==> src/verilog/erx_pkg.sv <==
package erx_pkg;

   // ########################################################################
   // Emesh packet format
   // ########################################################################

   // Packet layout, low bit first
   //   [0]       write flag
   //   [2:1]     datamode
   //   [7:3]     ctrlmode
   //   [39:8]    destination address
   //   [71:40]   data
   //   [103:72]  source address

   // Full packet width
   localparam int pw = 104;

   // Address width of both address fields
   localparam int aw = 32;

   // Write flag, set for writes, clear for read requests
   localparam int write_bit = 0;

   // Lowest bit of the destination address
   localparam int dstaddr_lsb = 8;

   // ########################################################################
   // Link identity
   // ########################################################################

   // Top bit of the ID slice, counted within the address
   localparam int id_msb = 31;

   // This link's ID
   // Matched against dstaddr[31:20]
   // Anything carrying it is a response coming back to us
   localparam logic [11:0] link_id = 12'h800;

   // ########################################################################
   // Receive queues
   // ########################################################################

   // Pointer width of each queue FIFO
   localparam int fifo_aw = 3;

   // Entries per queue
   // Kept a power of two so the pointers wrap on their own
   localparam int fifo_depth = 1 << fifo_aw;

   // Queue summary
   //   rxwr  master write queue, link writes not for us
   //   rxrd  master read queue, link reads not for us plus DMA reads
   //   rxrr  read response queue, link traffic for us plus register readback

endpackage

==> src/verilog/erx_ingress.sv <==
module erx_ingress (
   input  logic                   clk,
   input  logic                   reset,

   // Link side, after address translation
   input  logic                   erx_access,
   input  logic [erx_pkg::pw-1:0] erx_packet,
   output logic                   erx_wait,

   // Toward the arbiter
   input  logic                   stall,
   output logic                   held_access,
   output logic [erx_pkg::pw-1:0] held_packet
);

   // ########################################################################
   // Handshake toward the link
   // ########################################################################

   logic load;

   // Blocked only with something held that cannot move on
   // Empty slot or a departing packet frees it the same cycle
   assign erx_wait = held_access & stall;

   // New packet taken on this edge
   assign load = erx_access & ~erx_wait;

   // ########################################################################
   // Holding register
   // ########################################################################

   // Occupancy flag
   always_ff @(posedge clk) begin
      if (reset) begin
         held_access <= 1'b0;
      end
      else if (!erx_wait) begin
         // Either empty or leaving now
         // Refill from the link, or go empty
         held_access <= erx_access;
      end
   end

   // Payload, only written when a packet is taken
   always_ff @(posedge clk) begin
      if (load) begin
         held_packet <= erx_packet;
      end
   end

   // Back-to-back flow
   //   edge N   packet A loaded
   //   edge N+1 A leaves to its queue, B loaded
   // One packet per cycle as long as stall stays low

endmodule

==> src/verilog/erx_arbiter.sv <==
module erx_arbiter (
   // Held link packet from the ingress register
   input  logic                   held_access,
   input  logic [erx_pkg::pw-1:0] held_packet,
   output logic                   stall,

   // Read requests from the DMA engine
   input  logic                   edma_access,
   input  logic [erx_pkg::pw-1:0] edma_packet,
   output logic                   edma_wait,

   // Register readback from the configuration block
   input  logic                   ecfg_access,
   input  logic [erx_pkg::pw-1:0] ecfg_packet,
   output logic                   ecfg_wait,

   // Master write queue
   input  logic                   rxwr_full,
   output logic                   rxwr_access,
   output logic [erx_pkg::pw-1:0] rxwr_packet,

   // Master read queue
   input  logic                   rxrd_full,
   output logic                   rxrd_access,
   output logic [erx_pkg::pw-1:0] rxrd_packet,

   // Read response queue
   input  logic                   rxrr_full,
   output logic                   rxrr_access,
   output logic [erx_pkg::pw-1:0] rxrr_packet
);

   // ########################################################################
   // Link packet decode
   // ########################################################################

   logic                   link_write;
   logic [erx_pkg::aw-1:0] link_dstaddr;
   logic                   id_hit;
   logic                   link_wr;
   logic                   link_rd;
   logic                   link_rr;

   assign link_write   = held_packet[erx_pkg::write_bit];
   assign link_dstaddr = held_packet[erx_pkg::dstaddr_lsb +: erx_pkg::aw];

   // Top 12 address bits against our own ID
   assign id_hit = link_dstaddr[erx_pkg::id_msb -: $bits(erx_pkg::link_id)]
                   == erx_pkg::link_id;

   // Exactly one of these when a packet is held
   // ID match wins over the read/write split
   assign link_rr = held_access & id_hit;
   assign link_wr = held_access & link_write & ~id_hit;
   assign link_rd = held_access & ~link_write & ~id_hit;

   // ########################################################################
   // Write path
   // ########################################################################

   // Link is the only writer
   assign rxwr_access = link_wr & ~rxwr_full;
   assign rxwr_packet = held_packet;

   // ########################################################################
   // Read request path
   // ########################################################################

   // Link read ahead of DMA
   assign rxrd_access = (link_rd | edma_access) & ~rxrd_full;
   assign rxrd_packet = link_rd ? held_packet : edma_packet;

   // ########################################################################
   // Read response path
   // ########################################################################

   // Register readback ahead of link traffic
   assign rxrr_access = (ecfg_access | link_rr) & ~rxrr_full;
   assign rxrr_packet = ecfg_access ? ecfg_packet : held_packet;

   // ########################################################################
   // Wait generation
   // ########################################################################

   // Link held back by its own target queue
   // or by readback owning the response queue
   assign stall = (link_wr & rxwr_full) |
                  (link_rd & rxrd_full) |
                  (link_rr & (rxrr_full | ecfg_access));

   // DMA loses the read queue to a link read
   assign edma_wait = rxrd_full | link_rd;

   // Readback never loses arbitration, only space
   assign ecfg_wait = rxrr_full;

endmodule

==> src/verilog/erx_fifo.sv <==
module erx_fifo #(
   parameter int depth = erx_pkg::fifo_depth
) (
   input  logic                   clk,
   input  logic                   reset,

   // Producer side, already qualified by ~full
   input  logic                   push,
   input  logic [erx_pkg::pw-1:0] push_packet,
   output logic                   full,

   // Consumer side
   input  logic                   pop,
   output logic                   valid,
   output logic [erx_pkg::pw-1:0] head_packet
);

   // ########################################################################
   // Storage and pointers
   // ########################################################################

   // Pointers wrap naturally for power-of-two depth
   localparam int ptr_w = $clog2(depth);
   // One extra bit so a full count fits
   localparam int cnt_w = $clog2(depth + 1);

   logic [erx_pkg::pw-1:0] mem [depth];
   logic [ptr_w-1:0]       wr_ptr;
   logic [ptr_w-1:0]       rd_ptr;
   logic [cnt_w-1:0]       count;
   logic                   pop_en;

   // Pop on an empty queue does nothing
   assign pop_en = pop & valid;

   // ########################################################################
   // Control
   // ########################################################################

   always_ff @(posedge clk) begin
      if (reset) begin
         wr_ptr <= '0;
         rd_ptr <= '0;
         count  <= '0;
      end
      else begin
         if (push) begin
            wr_ptr <= wr_ptr + 1'b1;
         end
         if (pop_en) begin
            rd_ptr <= rd_ptr + 1'b1;
         end
         // Simultaneous push and pop leaves the count alone
         if (push && !pop_en) begin
            count <= count + 1'b1;
         end
         else if (pop_en && !push) begin
            count <= count - 1'b1;
         end
      end
   end

   // Entry written at the write pointer
   always_ff @(posedge clk) begin
      if (push) begin
         mem[wr_ptr] <= push_packet;
      end
   end

   // ########################################################################
   // Flags and head
   // ########################################################################

   assign full        = count == cnt_w'(depth);
   assign valid       = count != '0;

   // Head shows straight from the array
   assign head_packet = mem[rd_ptr];

endmodule

==> src/verilog/erx_core.sv <==
module erx_core (
   input  logic                   clk,
   input  logic                   reset,

   // Link side, translated packets
   input  logic                   erx_access,
   input  logic [erx_pkg::pw-1:0] erx_packet,
   output logic                   erx_wait,

   // DMA read requests
   input  logic                   edma_access,
   input  logic [erx_pkg::pw-1:0] edma_packet,
   output logic                   edma_wait,

   // Configuration readback
   input  logic                   ecfg_access,
   input  logic [erx_pkg::pw-1:0] ecfg_packet,
   output logic                   ecfg_wait,

   // Master write queue
   input  logic                   rxwr_rd,
   output logic                   rxwr_valid,
   output logic [erx_pkg::pw-1:0] rxwr_packet,

   // Master read queue
   input  logic                   rxrd_rd,
   output logic                   rxrd_valid,
   output logic [erx_pkg::pw-1:0] rxrd_packet,

   // Read response queue
   input  logic                   rxrr_rd,
   output logic                   rxrr_valid,
   output logic [erx_pkg::pw-1:0] rxrr_packet
);

   // ########################################################################
   // Internal nets
   // ########################################################################

   logic                   stall;
   logic                   held_access;
   logic [erx_pkg::pw-1:0] held_packet;

   // Arbiter to queue
   logic                   wr_push;
   logic [erx_pkg::pw-1:0] wr_push_packet;
   logic                   wr_full;
   logic                   rd_push;
   logic [erx_pkg::pw-1:0] rd_push_packet;
   logic                   rd_full;
   logic                   rr_push;
   logic [erx_pkg::pw-1:0] rr_push_packet;
   logic                   rr_full;

   // ########################################################################
   // Ingress register and routing
   // ########################################################################

   // Link packet registered once before routing
   erx_ingress ingress (
      .clk         (clk),
      .reset       (reset),
      .erx_access  (erx_access),
      .erx_packet  (erx_packet),
      .erx_wait    (erx_wait),
      .stall       (stall),
      .held_access (held_access),
      .held_packet (held_packet)
   );

   erx_arbiter arbiter (
      .held_access (held_access),
      .held_packet (held_packet),
      .stall       (stall),
      .edma_access (edma_access),
      .edma_packet (edma_packet),
      .edma_wait   (edma_wait),
      .ecfg_access (ecfg_access),
      .ecfg_packet (ecfg_packet),
      .ecfg_wait   (ecfg_wait),
      .rxwr_full   (wr_full),
      .rxwr_access (wr_push),
      .rxwr_packet (wr_push_packet),
      .rxrd_full   (rd_full),
      .rxrd_access (rd_push),
      .rxrd_packet (rd_push_packet),
      .rxrr_full   (rr_full),
      .rxrr_access (rr_push),
      .rxrr_packet (rr_push_packet)
   );

   // ########################################################################
   // Queues
   // ########################################################################

   // Same depth on all three
   erx_fifo #(.depth(erx_pkg::fifo_depth)) wr_fifo (
      .clk         (clk),
      .reset       (reset),
      .push        (wr_push),
      .push_packet (wr_push_packet),
      .full        (wr_full),
      .pop         (rxwr_rd),
      .valid       (rxwr_valid),
      .head_packet (rxwr_packet)
   );

   erx_fifo #(.depth(erx_pkg::fifo_depth)) rd_fifo (
      .clk         (clk),
      .reset       (reset),
      .push        (rd_push),
      .push_packet (rd_push_packet),
      .full        (rd_full),
      .pop         (rxrd_rd),
      .valid       (rxrd_valid),
      .head_packet (rxrd_packet)
   );

   erx_fifo #(.depth(erx_pkg::fifo_depth)) rr_fifo (
      .clk         (clk),
      .reset       (reset),
      .push        (rr_push),
      .push_packet (rr_push_packet),
      .full        (rr_full),
      .pop         (rxrr_rd),
      .valid       (rxrr_valid),
      .head_packet (rxrr_packet)
   );

endmodule

==> config.mk <==
export PLATFORM = sky130hd
export DESIGN_NAME = erx_core
export DESIGN_NICKNAME = d
export VERILOG_FILES = /design/src/verilog/erx_pkg.sv /design/src/verilog/erx_ingress.sv /design/src/verilog/erx_arbiter.sv /design/src/verilog/erx_fifo.sv /design/src/verilog/erx_core.sv
export SDC_FILE = /design/constraint.sdc
export NUM_CORES = 2
export LEC_CHECK = 0
export BUFFER_PORTS_ARGS = -buffer_cell sky130_fd_sc_hd__buf_4
export CORE_MARGIN = 4
export CORE_UTILIZATION = 24
export DETAILED_ROUTE_END_ITERATION = 12
export PLACE_DENSITY = 0.4
export SYNTH_ARGS = -nofsm -noshare
export SYNTH_HDL_FRONTEND = slang
export SYNTH_SLANG_ARGS = --single-unit
export TNS_END_PERCENT = 1
==> constraint.sdc <==
create_clock -name clk -period 18.8 [get_ports clk]
set_clock_uncertainty 0.05 [all_clocks]
set_input_delay 1.88 -clock clk [delete_from_list [all_inputs] [get_ports clk]]
set_output_delay 1.88 -clock clk [all_outputs]
set_load 0.02 [all_outputs]
After elaboration in Yosys (flattened, before gate mapping)
Memory sizes are Yosys's and may differ from the RTL's. A register that Yosys moved wholly into a read port is not among the register bits.
Cells that the tools add are included.
{"block": "word_totals", "ff_bits": 135, "latch_bits": 0, "mem_bits_rw": 2496, "mem_bits_ro": 0, "input_bits": 320, "out_inout_bits": 318, "elab_cells": 96, "n_memories": 3}
{"block": "classes", "n_addsub": 12, "multipliers": 0, "n_div": 0, "n_lt_le_gt_ge": 0, "eq_ne": 4, "shifts": 0, "muxes": 20, "bitwise": 28, "n_reduce_logical": 18}
{"memory": "rd_fifo.mem", "depth": 8, "width": 104, "rd": 1, "rd_clocked_by_memory_dff": 1, "wr": 1, "line": "erx_fifo.sv:27", "text": "logic [erx_pkg::pw-1:0] mem [depth];"}
{"memory": "rr_fifo.mem", "depth": 8, "width": 104, "rd": 1, "rd_clocked_by_memory_dff": 1, "wr": 1, "line": "erx_fifo.sv:27"}
{"memory": "wr_fifo.mem", "depth": 8, "width": 104, "rd": 1, "rd_clocked_by_memory_dff": 1, "wr": 1, "line": "erx_fifo.sv:27"}
{"op": "$mux 104", "n": 2}
{"op": "$mux 4", "n": 6}
{"op": "$add 3x1->3 const B", "n": 6}
{"op": "$mux 3", "n": 6}
{"op": "$and 1x1->1", "n": 16}
{"op": "$add 4x1->4 const B", "n": 3}
{"op": "$eq 12x12->1 const B", "n": 1}
{"op": "$eq 4x4->1 const B", "n": 3}
{"op": "$reduce_bool 4->1", "n": 3}
{"op": "$sub 4x1->4 const B", "n": 3}
{"op": "$logic_and 1x1->1", "n": 6}
{"op": "$logic_not 1->1", "n": 6}
{"op": "$mux 1", "n": 6}
{"op": "$not 1->1", "n": 6}
{"op": "$or 1x1->1", "n": 6}
{"op": "$reduce_bool 2->1", "n": 3}

Longest topological paths before layout
{"block": "depth", "depth_word": 9, "mapped_depth": 13, "depth_no_buf": 11}

Cells and area by module
Synthesis repeated with hierarchy kept, for this count alone.
{"block": "hier_totals", "hier_cells": 4285, "hier_area_um2": 103307.8}
{"module": "erx_fifo", "instances": 3, "cells_per_inst": 1272, "area_per_inst_um2": 32238.4, "seq_area_each_um2": 25244.2}
{"module": "erx_arbiter", "instances": 1, "cells_per_inst": 360, "area_per_inst_um2": 3423.3, "seq_area_each_um2": 0.0}
{"module": "erx_ingress", "instances": 1, "cells_per_inst": 109, "area_per_inst_um2": 3169.3, "seq_area_each_um2": 3143.0}

Worst setup path before layout
No wires, ideal clock.
{"block": "synth_timing", "path_type": "input to register", "start": "in ecfg_access", "end": "mem rr_fifo.mem[0][0] in the netlist's numbering (enable)", "setup_time_ns": 0.822, "t_arrival_ns": 12.361, "required_ns": 17.928, "setup_slack_ns": 5.567, "cell_stages": 5, "path_buffers": 2, "path_cell_list": "clkbuf_1 -> a41oi_2 -> or2_1 -> buf_2 -> nor4_1"}
{"block": "synth_via", "elab_chain_len": 4}
{"item": "from (decl)", "line": "erx_core.sv:16", "text": "input logic ecfg_access,"}
{"item": "$or 1x1->1", "line": "erx_arbiter.sv:78", "text": "assign rxrr_access = (ecfg_access | link_rr) & ~rxrr_full;"}
{"item": "$and 1x1->1", "line": "erx_arbiter.sv:78"}
{"item": "$mux 1", "line": "erx_fifo.sv:65", "text": "if (push) begin"}
{"item": "$mux 1 (not written as such)", "line": "erx_fifo.sv:66", "text": "mem[wr_ptr] <= push_packet;"}
{"item": "to (decl)", "line": "erx_fifo.sv:27"}
No other way between the ends.

==> flow_metrics.py <==
metrics = {
    "logic_synthesis": {
        "synth_top_family_by_area": "multiplexers",
        "synth_top_area_share_pct": 77.2,
        "ys_types": 46,
        "synthAdderAreaFrac_pct": 0.245,
        "async_flop_share_pct": 0,
        "synth_seq_cells": 2640,
        "yosysWarnings": 0,
        "ys.flop_type": "edfxtp_1",
        "synth.most_common_cell": "edfxtp_1",
        "synth_common_cells": "edfxtp_1 (2600), mux4_2 (624), mux2_2 (497)",
        "synthTopCellsByArea": "edfxtp_1 (77%), mux4_2 (14%), mux2_2 (5.5%)",
        "yosys.area_share.simple_pct": 0.686,
        "synth-xor-area-share_pct": 0.104,
        "synth_nets": 4531,
        "yosysSeqAreaShare_pct": 78.0,
        "synth_compound_area_share_pct": 0.225,
        "postSynthAreaPerCell_um2": 24.1,
        "synthesis.area_um2": 101000,
        "synth-edff-count": 2600,
        "syn_inst": 4193,
        "synth_top_cell_by_area": "edfxtp_1",
        "synthMuxAreaShare_pct": 19.8,
    },
    "pwr": {
        "p_leak_nw": 38.4,
        "ir_drop_mv": 0.100,
        "powerDensity_nw_per_um2": 136,
        "finalPower_w": 0.0168,
    },
    "routing": {
        "drcViolationCount": 0,
        "first_iter_violations": 3351,
        "firstDrtPassIters": 5,
        "wl_um": 309000,
        "postRouteAntennaNets": 0,
        "routedWlPerCell_um": 28.2,
        "viasPerCell": 4.26,
        "vias": 46750,
    },
    "die": {
        "die_y_um": 657,
        "fp.dieArea_um2": 432000,
        "io_pins": 638,
        "core_um2": 420000,
        "die_w_um": 657,
        "start_util_pct": 24.1,
        "row_count": 238,
    },
    "status": {
        "status": "finished clean",
    },
    "timing": {
        "setup-violations-final": 0,
        "worst_pin_slew_ns": 1.05,
        "min_period_ns": 7.87,
        "relSlewSlack_pct": 30.1,
        "tns_ns": 0,
        "rsz0062_at_grt": "false",
        "fin_crit_sh_pct": 41.9,
        "fmax_mhz": 127,
        "maxSlewViolCount": 0,
        "hold_viol": 0,
    },
    "clocking": {
        "cts_made_buffers": 316,
        "cts_resized": 0,
        "cts_buffer_depth": 4,
        "cts_tree": "yes",
        "hold_buffers": 0,
        "htreeDepth": 5,
        "cts_num_sinks": 2640,
        "clock_latency_ns": 0.91,
        "postCtsSetupRepairBufs": 0,
        "clk_pin_slew_ns": 0.06,
        "cts_root_buf": "clkbuf_16",
    },
    "global_routing": {
        "antenna_found_initial": 40,
        "grt_pass1_vias": 49853,
        "grt_usage_pct": 13.9,
        "grt_first_pass_wirelength_um": 421000,
        "grt_max_degree": 92,
        "grt_overflow": 0,
    },
    "critical_path": {
        "crit_slowest_cell": "dfxtp_4",
        "cp_common_cell": "buf_4",
        "critical_path_class": "flop to primary output",
        "crit_fanout": 41,
        "cp.arrival_ns": 5.94,
        "crit_path_cell_trace": "buf_4, buf_4, buf_4, buf_4, mux4_2, mux2_2, buf_4",
        "max_stage_delay_ns": 0.84,
        "critPathRequiredTime_ns": 16.87,
        "critPathTopFamily": "buffers and inverters",
        "end_kind": "primary output",
        "crit_buf_inv": 5,
        "start_kind": "flop",
    },
    "placement": {
        "dpl.hpwl_um": 194000,
        "portBuffers": 637,
        "dpl-instance-area_um2": 113000,
        "gp_congestion": 0.705,
    },
    "cells_and_area": {
        "layout-drive-gt1-share_pct": 44.5,
        "area_delta_synth_final_pct": 22.0,
        "nNetsFinal": 5412,
        "postLayoutCellArea_um2": 123000,
    },
    "flow_run": {
        "max_cap_violations": 0,
    },
    "hold_path": {
        "hp-class": "flop to flop",
    },
}
[cells by family after synthesis]
kind of cell | after synthesis
AND/OR/NAND/NOR | 114
adder cells (fa/ha/maj) | 18
buffers and inverters | 218
flip-flops | 2640
multiplexers | 1154
AO/OA/AOI/OAI | 37
XOR/XNOR | 12
[flip-flops by register name, summed over array words and instances, names as in the netlist, named ones only]
| signal | flops |
|---|---|
| wr_fifo.rd_ptr | 3 |
| rr_fifo.count | 4 |
| rr_fifo.mem | 832 |
| rd_fifo.rd_ptr | 3 |
| rr_fifo.rd_ptr | 3 |
| ingress.held_packet | 104 |
| rd_fifo.wr_ptr | 3 |
| wr_fifo.count | 4 |
| ingress.held_access | 1 |
| rd_fifo.mem | 832 |
| wr_fifo.wr_ptr | 3 |
| wr_fifo.mem | 832 |
| rd_fifo.count | 4 |
| rr_fifo.wr_ptr | 3 |
[worst min-delay path: cells and delay by family (launching register included)]
kind | cells | cell delay, ns
flip-flops | 1 | 0.31
AO/OA/AOI/OAI | 1 | 0.07
AND/OR/NAND/NOR | 1 | 0.05
[power breakdown]
part           leakage [nW]  switching, W  internal (W)
clock network          4.90       0.00246       0.00351
registers              24.0      0.000215       0.00684
logic                  9.58       0.00206       0.00176
total                  38.4       0.00473        0.0121
[cells in the final DEF, fill, tap and decap left out, types with 10 or more instances in the layout]
master	netlist	final
nand2_1	11	11
clkinv_2	0	47
nand3_1	12	12
mux2_2	497	497
buf_4	16	766
a21oi_1	17	17
mux2_1	27	27
nor2_4	0	10
clkbuf_1	86	62
clkinv_1	0	69
clkbuf_16	0	320
mux4_2	624	624
diode_2	0	13
clkinv_8	0	10
edfxtp_1	2600	2600
dfxtp_1	40	31
nor2_1	41	31
ha_1	15	15
bufinv_16	0	27
[area by class of cell]
class                           instances  area (um2)
Antenna cell                           13        32.5
Multi-Input combinational cell       1335       21500
Clock inverter                        179        1840
Tap cell                             5640        7060
Inverter                               10        37.5
Timing Repair Buffer                  771        5840
Fill cell                           40972      297000
Clock buffer                          383        8250
Sequential cell                      2640       78900
[worst paths after layout]
check | cells past startpoint | end | slack, ns | start
min | 2 | flop | 0.43 | rr_fifo.rd_ptr[1]$_SDFFE_PP0P_
max reg2reg | 8 | rd_fifo.mem[5][73]$_DFFE_PP_ | 13.83 | ingress.held_packet[0]$_DFFE_PP_
max | 7 | rxrr_packet[63] | 10.93 | flop
min reg2reg | 2 | flop | 0.43 | rr_fifo.rd_ptr[1]$_SDFFE_PP0P_
[per-stage QoR]
| stage | utilization [%] | setup slack [ns] | hold WS, ns | instances |
|---|---|---|---|---|
| final | 29.4 | 10.93 | 0.427 | 10971 |
| after global placement | 27.0 | 11.53 | 0.406 | 10396 |
| after detailed placement | 27.0 | 11.54 | 0.420 | 10396 |
| after global routing | 29.4 | 10.28 | 0.462 | 10961 |
| after floorplan | - | 5.57 | 0.404 | 4193 |
| after CTS | 29.4 | 10.51 | 0.428 | 10958 |
[layer usage]
layer  global-route usage, %  part of all wire [%]  routed length, um  vias to the layer above
met5                       0                 0.034                105                        -
met4                    3.59                   2.6               8060                       18
met3                    2.54                   5.0              15400                      399
met2                    24.7                    52             159000                     1178
met1                    17.4                    41             126000                    25454
li1                        -                     -                  -                    19701
(Power assumes the default switching activity.)
